===== config.mk =====
export PLATFORM = sky130hd
export DESIGN_NAME = acq_top
export DESIGN_NICKNAME = d
export VERILOG_FILES = /design/src/source/acq_pkg.sv /design/src/source/acq_regs.sv /design/src/source/acq_header_gen.sv /design/src/source/acq_sample_packer.sv /design/src/source/acq_sequencer.sv /design/src/source/acq_top.sv
export SDC_FILE = /design/constraint.sdc
export NUM_CORES = 1
export LEC_CHECK = 0
export ABC_AREA = 1
export BUFFER_PORTS_ARGS = -buffer_cell sky130_fd_sc_hd__buf_4
export CORE_MARGIN = 4
export CORE_UTILIZATION = 50
export DETAILED_ROUTE_END_ITERATION = 10
export PLACE_DENSITY = 0.7
export SYNTH_ARGS = -nofsm -noshare
export SYNTH_HDL_FRONTEND = slang
export SYNTH_SLANG_ARGS = --single-unit

===== constraint.sdc =====
create_clock -name adc_clk -period 21.9 [get_ports adc_clk]
set_clock_uncertainty 0.05 [all_clocks]
set_input_delay 5.475 -clock adc_clk [delete_from_list [all_inputs] [get_ports adc_clk]]
set_output_delay 5.475 -clock adc_clk [all_outputs]
set_load 0.02 [all_outputs]

===== src/source/acq_pkg.sv =====
package acq_pkg;

    ////////////////////////////////////////
    // widths
    ////////////////////////////////////////
    localparam int APB_AW      = 8;                        // apb byte address
    localparam int APB_DW      = 32;                       // apb data bus
    localparam int SAMPLE_W    = 12;                       // adc resolution
    localparam int TAG_W       = 16;                       // channel tag
    localparam int FILL_NUM_W  = 24;                       // fill number
    localparam int WAVE_W      = 12;                       // waveform index and total
    localparam int BURST_MAX_W = 23;                       // widest burst count field

    localparam logic [3:0] HDR_KIND = 4'hA;                // marks a header word

    // register map, byte addresses
    localparam logic [APB_AW-1:0] ADDR_CTRL   = 8'h00;     // enable, fill type
    localparam logic [APB_AW-1:0] ADDR_TAG    = 8'h04;
    localparam logic [APB_AW-1:0] ADDR_MUON   = 8'h08;
    localparam logic [APB_AW-1:0] ADDR_LASER  = 8'h0C;
    localparam logic [APB_AW-1:0] ADDR_PED    = 8'h10;
    localparam logic [APB_AW-1:0] ADDR_INIT   = 8'h14;     // initial fill number
    localparam logic [APB_AW-1:0] ADDR_WAVES  = 8'h18;
    localparam logic [APB_AW-1:0] ADDR_STATUS = 8'h1C;     // fill num, busy, overrun

    typedef enum logic [1:0] {
        FILL_MUON  = 2'd0,
        FILL_LASER = 2'd1,
        FILL_PED   = 2'd2,
        FILL_NONE  = 2'd3                                  // reserved, no fill
    } fill_type_e;

    typedef struct packed {
        logic [3:0]             kind;                      // always HDR_KIND
        logic [FILL_NUM_W-1:0]  fill_num;
        fill_type_e             fill_type;
        logic [TAG_W-1:0]       chan_tag;
        logic [BURST_MAX_W-1:0] burst_cnt;                 // data words per waveform
        logic [WAVE_W-1:0]      wave_idx;
        logic [WAVE_W-1:0]      wave_total;
        logic [34:0]            rsvd;                      // zero
    } acq_header_t;

    typedef struct packed {
        logic [2:0]          pad;                          // zero, keeps lane 7 off 4'hA
        logic                ovr;                          // adc over-range
        logic [SAMPLE_W-1:0] sample;
    } acq_lane_t;

    typedef struct packed {
        acq_lane_t [7:0] lane;                             // lane 0 is the earliest sample
    } acq_data_t;

    typedef union packed {
        acq_header_t hdr;
        acq_data_t   data;
    } acq_word_u;

    typedef struct packed {
        logic                   enable;
        fill_type_e             fill_type;
        logic [TAG_W-1:0]       chan_tag;
        logic [BURST_MAX_W-1:0] muon_bursts;
        logic [BURST_MAX_W-1:0] laser_bursts;
        logic [BURST_MAX_W-1:0] ped_bursts;
        logic [WAVE_W-1:0]      num_waves;                 // waveforms per trigger
    } acq_cfg_t;

endpackage


===== src/source/acq_regs.sv =====
`timescale 1ns/1ps

module acq_regs import acq_pkg::*; #(
    parameter int BURST_W = 23                             // valid bits of each burst count
) (
    input  logic                  adc_clk,
    input  logic                  reset,
    input  logic                  psel,
    input  logic                  penable,
    input  logic                  pwrite,
    input  logic [APB_AW-1:0]     paddr,
    input  logic [APB_DW-1:0]     pwdata,
    input  logic [FILL_NUM_W-1:0] fill_num,                // current fill number
    input  logic                  busy,
    input  logic                  overrun,
    output logic [APB_DW-1:0]     prdata,
    output logic                  pready,
    output acq_cfg_t              cfg,
    output logic                  init_fill_wr,            // one cycle, with init_fill_num
    output logic [FILL_NUM_W-1:0] init_fill_num,
    output logic                  overrun_clr              // one cycle, status write
);

    logic wr_en;                                           // apb access phase write

    assign pready = 1'b1;                                  // no wait states
    assign wr_en  = psel && penable && pwrite;

    ////////////////////////////////////////
    // register writes
    ////////////////////////////////////////
    always_ff @(posedge adc_clk) begin
        init_fill_wr <= 1'b0;                              // pulses
        overrun_clr  <= 1'b0;
        if (reset) begin
            cfg           <= '0;                           // disabled, muon, all counts 0
            init_fill_num <= '0;
        end else if (wr_en) begin
            case (paddr)
                ADDR_CTRL: begin
                    cfg.enable    <= pwdata[0];
                    cfg.fill_type <= fill_type_e'(pwdata[2:1]);
                end
                ADDR_TAG:    cfg.chan_tag     <= pwdata[TAG_W-1:0];
                ADDR_MUON:   cfg.muon_bursts  <= BURST_MAX_W'(pwdata[BURST_W-1:0]);
                ADDR_LASER:  cfg.laser_bursts <= BURST_MAX_W'(pwdata[BURST_W-1:0]);
                ADDR_PED:    cfg.ped_bursts   <= BURST_MAX_W'(pwdata[BURST_W-1:0]);
                ADDR_INIT: begin
                    init_fill_num <= pwdata[FILL_NUM_W-1:0];
                    init_fill_wr  <= 1'b1;                 // header gen loads next cycle
                end
                ADDR_WAVES:  cfg.num_waves    <= pwdata[WAVE_W-1:0];
                ADDR_STATUS: overrun_clr      <= 1'b1;     // any write clears overrun
                default: ;
            endcase
        end
    end

    ////////////////////////////////////////
    // read mux, valid in the access phase
    ////////////////////////////////////////
    always_comb begin
        case (paddr)
            ADDR_CTRL:   prdata = {29'd0, cfg.fill_type, cfg.enable};
            ADDR_TAG:    prdata = {16'd0, cfg.chan_tag};
            ADDR_MUON:   prdata = APB_DW'(cfg.muon_bursts);
            ADDR_LASER:  prdata = APB_DW'(cfg.laser_bursts);
            ADDR_PED:    prdata = APB_DW'(cfg.ped_bursts);
            ADDR_INIT:   prdata = APB_DW'(init_fill_num);
            ADDR_WAVES:  prdata = APB_DW'(cfg.num_waves);
            ADDR_STATUS: prdata = {6'd0, overrun, busy, fill_num};
            default:     prdata = '0;
        endcase
    end

    // apb access phase always follows a setup phase on the same select
    a_penable_psel: assert property (@(posedge adc_clk) disable iff (reset)
        penable |-> psel);

endmodule


===== src/source/acq_header_gen.sv =====
`timescale 1ns/1ps

module acq_header_gen import acq_pkg::*; #(
    parameter int BURST_W = 23
) (
    input  logic                  adc_clk,
    input  logic                  reset,
    input  acq_cfg_t              cfg,
    input  logic                  init_fill_wr,
    input  logic [FILL_NUM_W-1:0] init_fill_num,
    input  logic                  fill_start,              // trigger accepted this cycle
    input  logic                  fill_end,                // last waveform drained
    input  logic [WAVE_W-1:0]     wave_idx,
    output acq_header_t           hdr_word,
    output logic [FILL_NUM_W-1:0] fill_num
);

    fill_type_e           type_q;                          // config frozen for the fill
    logic [TAG_W-1:0]     tag_q;
    logic [BURST_W-1:0]   burst_q;
    logic [WAVE_W-1:0]    waves_q;
    logic [BURST_W-1:0]   burst_sel;                       // count for the requested type

    always_comb begin
        case (cfg.fill_type)
            FILL_MUON:  burst_sel = cfg.muon_bursts[BURST_W-1:0];
            FILL_LASER: burst_sel = cfg.laser_bursts[BURST_W-1:0];
            FILL_PED:   burst_sel = cfg.ped_bursts[BURST_W-1:0];
            default:    burst_sel = '0;                    // never accepted
        endcase
    end

    always_ff @(posedge adc_clk) begin
        if (fill_start) begin
            type_q  <= cfg.fill_type;
            tag_q   <= cfg.chan_tag;
            burst_q <= burst_sel;
            waves_q <= cfg.num_waves;
        end
    end

    always_ff @(posedge adc_clk) begin
        if (reset) begin
            fill_num <= '0;
        end else if (init_fill_wr) begin
            fill_num <= init_fill_num;                     // wins over a fill end
        end else if (fill_end) begin
            fill_num <= fill_num + 1'b1;
        end
    end

    // first header is built straight from cfg in the trigger cycle
    always_comb begin
        hdr_word            = '0;
        hdr_word.kind       = HDR_KIND;
        hdr_word.fill_num   = fill_num;
        hdr_word.fill_type  = fill_start ? cfg.fill_type : type_q;
        hdr_word.chan_tag   = fill_start ? cfg.chan_tag : tag_q;
        hdr_word.burst_cnt  = BURST_MAX_W'(fill_start ? burst_sel : burst_q);
        hdr_word.wave_idx   = wave_idx;
        hdr_word.wave_total = fill_start ? cfg.num_waves : waves_q;
    end

endmodule


===== src/source/acq_sample_packer.sv =====
`timescale 1ns/1ps

module acq_sample_packer import acq_pkg::*; (
    input  logic                adc_clk,
    input  logic                reset,
    input  logic [SAMPLE_W-1:0] adc_data,
    input  logic                adc_ovr,
    input  logic                capture_en,                // held high for a whole waveform
    output acq_data_t           pack_word,
    output logic                pack_valid                 // one cycle per eight samples
);

    logic [2:0] lane_cnt;                                  // next lane to fill
    acq_lane_t  lane_in;

    always_comb begin
        lane_in        = '0;                               // zero pad
        lane_in.ovr    = adc_ovr;
        lane_in.sample = adc_data;
    end

    ////////////////////////////////////////
    // shift in at the top, lane 0 ends up oldest
    ////////////////////////////////////////
    always_ff @(posedge adc_clk) begin
        if (capture_en) begin
            pack_word.lane <= {lane_in, pack_word.lane[7:1]};
        end
    end

    always_ff @(posedge adc_clk) begin
        if (reset) begin
            lane_cnt   <= '0;
            pack_valid <= 1'b0;
        end else begin
            pack_valid <= capture_en && (lane_cnt == 3'd7);    // eighth lane filled
            if (capture_en) begin
                lane_cnt <= lane_cnt + 1'b1;               // wraps to 0 after a word
            end else begin
                lane_cnt <= '0;                            // restart on next rise
            end
        end
    end

    // a word needs eight samples taken since capture started
    a_eight_samples: assert property (@(posedge adc_clk) disable iff (reset)
        pack_valid |-> $past(capture_en, 8));

endmodule


===== src/source/acq_sequencer.sv =====
`timescale 1ns/1ps

module acq_sequencer import acq_pkg::*; #(
    parameter int BURST_W = 23
) (
    input  logic              adc_clk,
    input  logic              reset,
    input  acq_cfg_t          cfg,
    input  logic              acq_trig,
    input  acq_header_t       hdr_word,
    input  acq_data_t         pack_word,
    input  logic              pack_valid,
    input  logic              out_ready,
    input  logic              overrun_clr,
    output logic              fill_start,
    output logic              fill_end,
    output logic [WAVE_W-1:0] wave_idx,                    // index of the next header
    output logic              capture_en,
    output acq_word_u         acq_out,                     // holding register
    output logic              out_valid,
    output logic              acq_done,
    output logic              busy,
    output logic              overrun                      // sticky, word dropped
);

    typedef enum logic [1:0] {
        S_IDLE,
        S_HDR,                                             // header held, waiting to go
        S_DATA,                                            // capturing a waveform
        S_DONE                                             // draining the last data word
    } state_e;

    state_e             state;
    logic [BURST_W-1:0] burst_q;                           // data words produced
    logic [BURST_W-1:0] burst_total;
    logic               take;                              // word leaves this cycle
    logic               drained;                           // holding register free next cycle
    logic               last_wave;

    assign take        = out_valid && out_ready;
    assign drained     = !out_valid || take;
    assign burst_total = hdr_word.burst_cnt[BURST_W-1:0];
    assign last_wave   = (wave_idx >= hdr_word.wave_total);
    assign busy        = (state != S_IDLE);
    assign fill_start  = (state == S_IDLE) && acq_trig && cfg.enable
                         && (cfg.fill_type != FILL_NONE);
    assign fill_end    = (state == S_DONE) && drained && last_wave;

    always_ff @(posedge adc_clk) begin
        if (take) out_valid <= 1'b0;                       // loads below override
        acq_done <= 1'b0;
        if (overrun_clr) overrun <= 1'b0;
        case (state)
            S_IDLE: if (fill_start) begin
                acq_out.hdr <= hdr_word;                   // wave 0, from cfg
                out_valid   <= 1'b1;
                state       <= S_HDR;
            end
            S_HDR: if (take) begin
                wave_idx <= wave_idx + 1'b1;
                burst_q  <= '0;
                if (burst_total == '0) begin
                    state <= S_DONE;                       // empty waveform
                end else begin
                    capture_en <= 1'b1;
                    state      <= S_DATA;
                end
            end
            S_DATA: if (pack_valid) begin
                if (drained) begin
                    acq_out.data <= pack_word;
                    out_valid    <= 1'b1;
                end else begin
                    overrun <= 1'b1;                       // word lost, count goes on
                end
                burst_q <= burst_q + 1'b1;
                if (burst_q == burst_total - 1'b1) begin
                    capture_en <= 1'b0;
                    state      <= S_DONE;
                end
            end
            S_DONE: if (drained) begin
                if (last_wave) begin
                    acq_done <= 1'b1;
                    wave_idx <= '0;
                    state    <= S_IDLE;
                end else begin
                    acq_out.hdr <= hdr_word;               // next waveform header
                    out_valid   <= 1'b1;
                    state       <= S_HDR;
                end
            end
            default: state <= S_IDLE;
        endcase
        if (reset) begin
            state      <= S_IDLE;
            out_valid  <= 1'b0;
            capture_en <= 1'b0;
            acq_done   <= 1'b0;
            overrun    <= 1'b0;
            wave_idx   <= '0;
            burst_q    <= '0;
        end
    end

    // a held word must not change before the sink takes it
    a_hold_stable: assert property (@(posedge adc_clk) disable iff (reset)
        out_valid && !out_ready |=> out_valid && $stable(acq_out));

endmodule


===== src/source/acq_top.sv =====
`timescale 1ns/1ps

module acq_top import acq_pkg::*; #(
    parameter int BURST_W = 23                             // burst counter width
) (
    input  logic                adc_clk,
    input  logic                reset,
    input  logic                psel,
    input  logic                penable,
    input  logic                pwrite,
    input  logic [APB_AW-1:0]   paddr,
    input  logic [APB_DW-1:0]   pwdata,
    output logic [APB_DW-1:0]   prdata,
    output logic                pready,
    input  logic [SAMPLE_W-1:0] adc_data,
    input  logic                adc_ovr,
    input  logic                acq_trig,
    output acq_word_u           acq_out,                   // header or data
    output logic                out_valid,
    input  logic                out_ready,
    output logic                acq_done
);

    acq_cfg_t              cfg;
    logic                  init_fill_wr;
    logic [FILL_NUM_W-1:0] init_fill_num;
    logic                  overrun_clr;
    logic [FILL_NUM_W-1:0] fill_num;
    logic                  busy, overrun;
    logic                  fill_start, fill_end;
    logic [WAVE_W-1:0]     wave_idx;
    acq_header_t           hdr_word;
    acq_data_t             pack_word;
    logic                  pack_valid, capture_en;

    acq_regs #(.BURST_W(BURST_W)) regs0 (.adc_clk, .reset, .psel, .penable, .pwrite,
        .paddr, .pwdata, .fill_num, .busy, .overrun, .prdata, .pready, .cfg,
        .init_fill_wr, .init_fill_num, .overrun_clr);

    acq_header_gen #(.BURST_W(BURST_W)) hdr0 (.adc_clk, .reset, .cfg, .init_fill_wr,
        .init_fill_num, .fill_start, .fill_end, .wave_idx, .hdr_word, .fill_num);

    acq_sample_packer pack0 (.adc_clk, .reset, .adc_data, .adc_ovr, .capture_en,
        .pack_word, .pack_valid);

    acq_sequencer #(.BURST_W(BURST_W)) seq0 (.adc_clk, .reset, .cfg, .acq_trig, .hdr_word,
        .pack_word, .pack_valid, .out_ready, .overrun_clr, .fill_start, .fill_end,
        .wave_idx, .capture_en, .acq_out, .out_valid, .acq_done, .busy, .overrun);

endmodule


==> impl_metrics.toml <==
[grt]
grt_usage = 0.269
grt_overflow = 0
grt_pass1_vias = 15902
grtUsageMet2 = 0.420
grt_max_degree = 123
use_met3 = 0.0437
met1_usage = 0.364
grt_pass1_wl_mm = 92.9
grt-busiest-layer = "met2"
antenna_found_initial = 2

[power_and_ir_drop]
ir_worst_vdd_uv = 65.6
pwr-share-comb = 0.162
clock_power_share = 0.356
seq_power_share = 0.482
intPower_mw = 1.75
total_power_mw = 2.46
switching_share = 0.288
power_density_nw_per_um2 = 102
p_leak_nw = 9.97
power_switching_mw = 0.709

[cts]
post_cts_resized = 0
cts_buffers = 48
root_buffer = "clkbuf_16"
cts.sinks = 472
clock_latency_ns = 0.61
cts_hold_buf = 0
path_clk_slew_ns = 0.06
post_cts_buffers = 0
clockBufferDepth = 3
cts_tree = "yes"
htree_levels = 2

[place]
port_buffers = 200
hpwl_mm = 43.5
dp_cells = 2996
gp_congestion = 0.970

[die]
die_area_um2 = 44500
die_h_um = 211
io_pins = 223
coreArea_um2 = 40700
start_util = 0.505
die_w_um = 211
rows = 74

[sta]
tightest_slew_ns = 1.22
slew_headroom = 0.186
slew_viol_final = 0
tns_ns = 0
rsz0062_at_grt = "no"
setup_viol = 0
fmax_mhz = 73.0
hold_ws_ns = 0.371
finalHoldViolCount = 0
fin_crit_sh = 0.625
fin_crit_ns = 13.69

[final_layout]
fillers = 3539
nets = 2597
fin_util = 0.591
drive_gt1_frac = 0.141
multiInputGateArea_um2 = 7470
final-seq-area_um2 = 11700
finalNonFillerCells = 3088
syn_to_final_growth_pct = 16.8

[min_path]
min_path_type = "reg -> reg"

[yosys]
syn_area_um2 = 20600
syn_area_per_cell_um2 = 8.75
yosysTopAreaCell = "edfxtp_1"
synth_common_cells = "nand2_1, nor2_1, dfxtp_1"
ys.flop_type = "dfxtp_1"
synth-edff-count = 224
yosysSeqAreaShare = 0.568
synth_top_area_frac = 0.327
synth_top_cells_by_area = "edfxtp_1, dfxtp_1, nand2_1, o21ai_0, nor2_1"
netlist_instances = 2354
synth_warnings = 0
yosysMostFrequentCell = "nand2_1"
async_flop_share = 0
synth_cell_types = 49
ys_ff_latch = 472

[critical_path]
crit_type = "in -> out"
start_kind = "input pin"
crit_path_end_kind = "output port"
cpPeakStageDelay_ns = 0.73
crit_arrival_ns = 8.17
crit_path_cell_trace = "buf_4 > nor2_1 > inv_1 > nor3_1 > nand2_1 > clkinv_1 > a221oi_1 > o2111ai_1 > buf_4"
cp_common_cell = "buf_4"
required_ns = 16.38
slowest_stage = "a221oi_1"
cp_max_fo = 18

[route]
drtIter0Drc = 1497
wl_per_cell_um = 19.8
routed_wl_mm = 61.3
drt-pass1-iter-count = 6
via_count = 17014
drc_errors = 0
viasPerCell = 5.51
ant_nets = 0

[flow_run]
max_cap_viol_count = 0

[status]
status = "finished clean"
==> power groups by stage <==
stage          combinational [mW]  clock, mW  sequential (mW)
2_1_floorplan               0.144          0             1.31
3_3_place_gp                0.395          0             1.20
3_5_place_dp                0.402          0             1.21
4_1_cts                     0.403      0.888             1.19
5_1_grt                     0.432      0.927             1.20
6_report                    0.398      0.876             1.19
==> routing by layer <==
layer  share of wire  wire length [um]
met4           0.061              3740
met1            0.41             25000
met3           0.079              4870
met5         0.00031                19
met2            0.45             27700
==> state kept, by name (all words and copies together) (netlist names), 2 cells and up <==
register,flops
pack0.pack_word,104
seq0.acq_out,120
regs0.cfg,100
hdr0.fill_num,24
hdr0.burst_q,23
hdr0.waves_q,12
seq0.wave_idx,12
regs0.init_fill_num,24
pack0.lane_cnt,3
seq0.state,2
hdr0.type_q,2
seq0.burst_q,23
hdr0.tag_q,16
==> path summary, 6_finish.rpt <==
kind / slack [ns] / startpoint / depth (start not counted) / to
setup / recovery: 8.21 / paddr[1] / 9 / prdata[4]
hold / removal: 0.37 / pack0.lane_cnt[0] / 1 / pack0.lane_cnt[0]
setup reg to reg: 16.41 / seq0.state[0] / 20 / seq0.acq_out[118]
hold reg to reg: 0.37 / pack0.lane_cnt[0] / 1 / pack0.lane_cnt[0]
==> cell type report <==
type / count / share of cell area
sequential: 472 / 0.486
timing repair buffer: 217 / 0.0677
multi-input combinational: 1534 / 0.311
clock buffer: 57 / 0.0517
inverter: 241 / 0.0376
tap: 532 / 0.0277
clock inverter: 33 / 0.0184
antenna: 2 / 0.000208
==> critical path: cells and delay by family <==
family,cells,cell delay (ns)
buffers and inverters,4,1.06
and+or+nand+nor,3,0.68
AOI/OAI and AO/OA,2,0.95
==> per-stage QoR <==
| stage | cell area, um^2 | setup WS [ns] |
|---|---|---|
| 2_1_floorplan | 20600 | 2.20 |
| 3_3_place_gp | 22400 | 8.28 |
| 4_1_cts | 24100 | 8.26 |
| 3_5_place_dp | 22400 | 8.27 |
| 5_1_grt | 24100 | 8.02 |
| 6_report | 24100 | 8.21 |
==> kinds of logic (layout without fill, tap and decap cells) <==
family,after synthesis,after routing,synth area share
AND/OR/NAND/NOR,1023,1023,0.211
XOR/XNOR,39,39,0.0166
other,2,16,0.000365
AO/OA/AOI/OAI,435,435,0.117
flip-flops,472,472,0.568
buffers and inverters,360,548,0.0730
adder cells (fa/ha/maj),23,23,0.0140
==> cell usage in the layout, fill, tap and decap left out, types with 5 or more instances in the layout <==
cell type	instances
xor2_1	36
conb_1	14
a21oi_1	111
nand3_1	131
o21ai_0	223
a31oi_1	18
a211oi_1	5
nand4_1	16
ha_1	22
clkbuf_16	48
or2_2	16
buf_4	217
nand2_1	515
clkinv_2	7
dfxtp_1	247
nor2_2	12
nor3_1	24
nor2_1	267
inv_1	235
nor2_4	6
o22ai_1	26
clkinv_1	12
bufinv_16	9
o2111ai_1	5
edfxtp_1	224
a22oi_1	6
nor3_2	5
nand2_2	13
clkbuf_1	8
a221oi_1	25
o21ai_2	5
(Power assumes the default switching activity.)
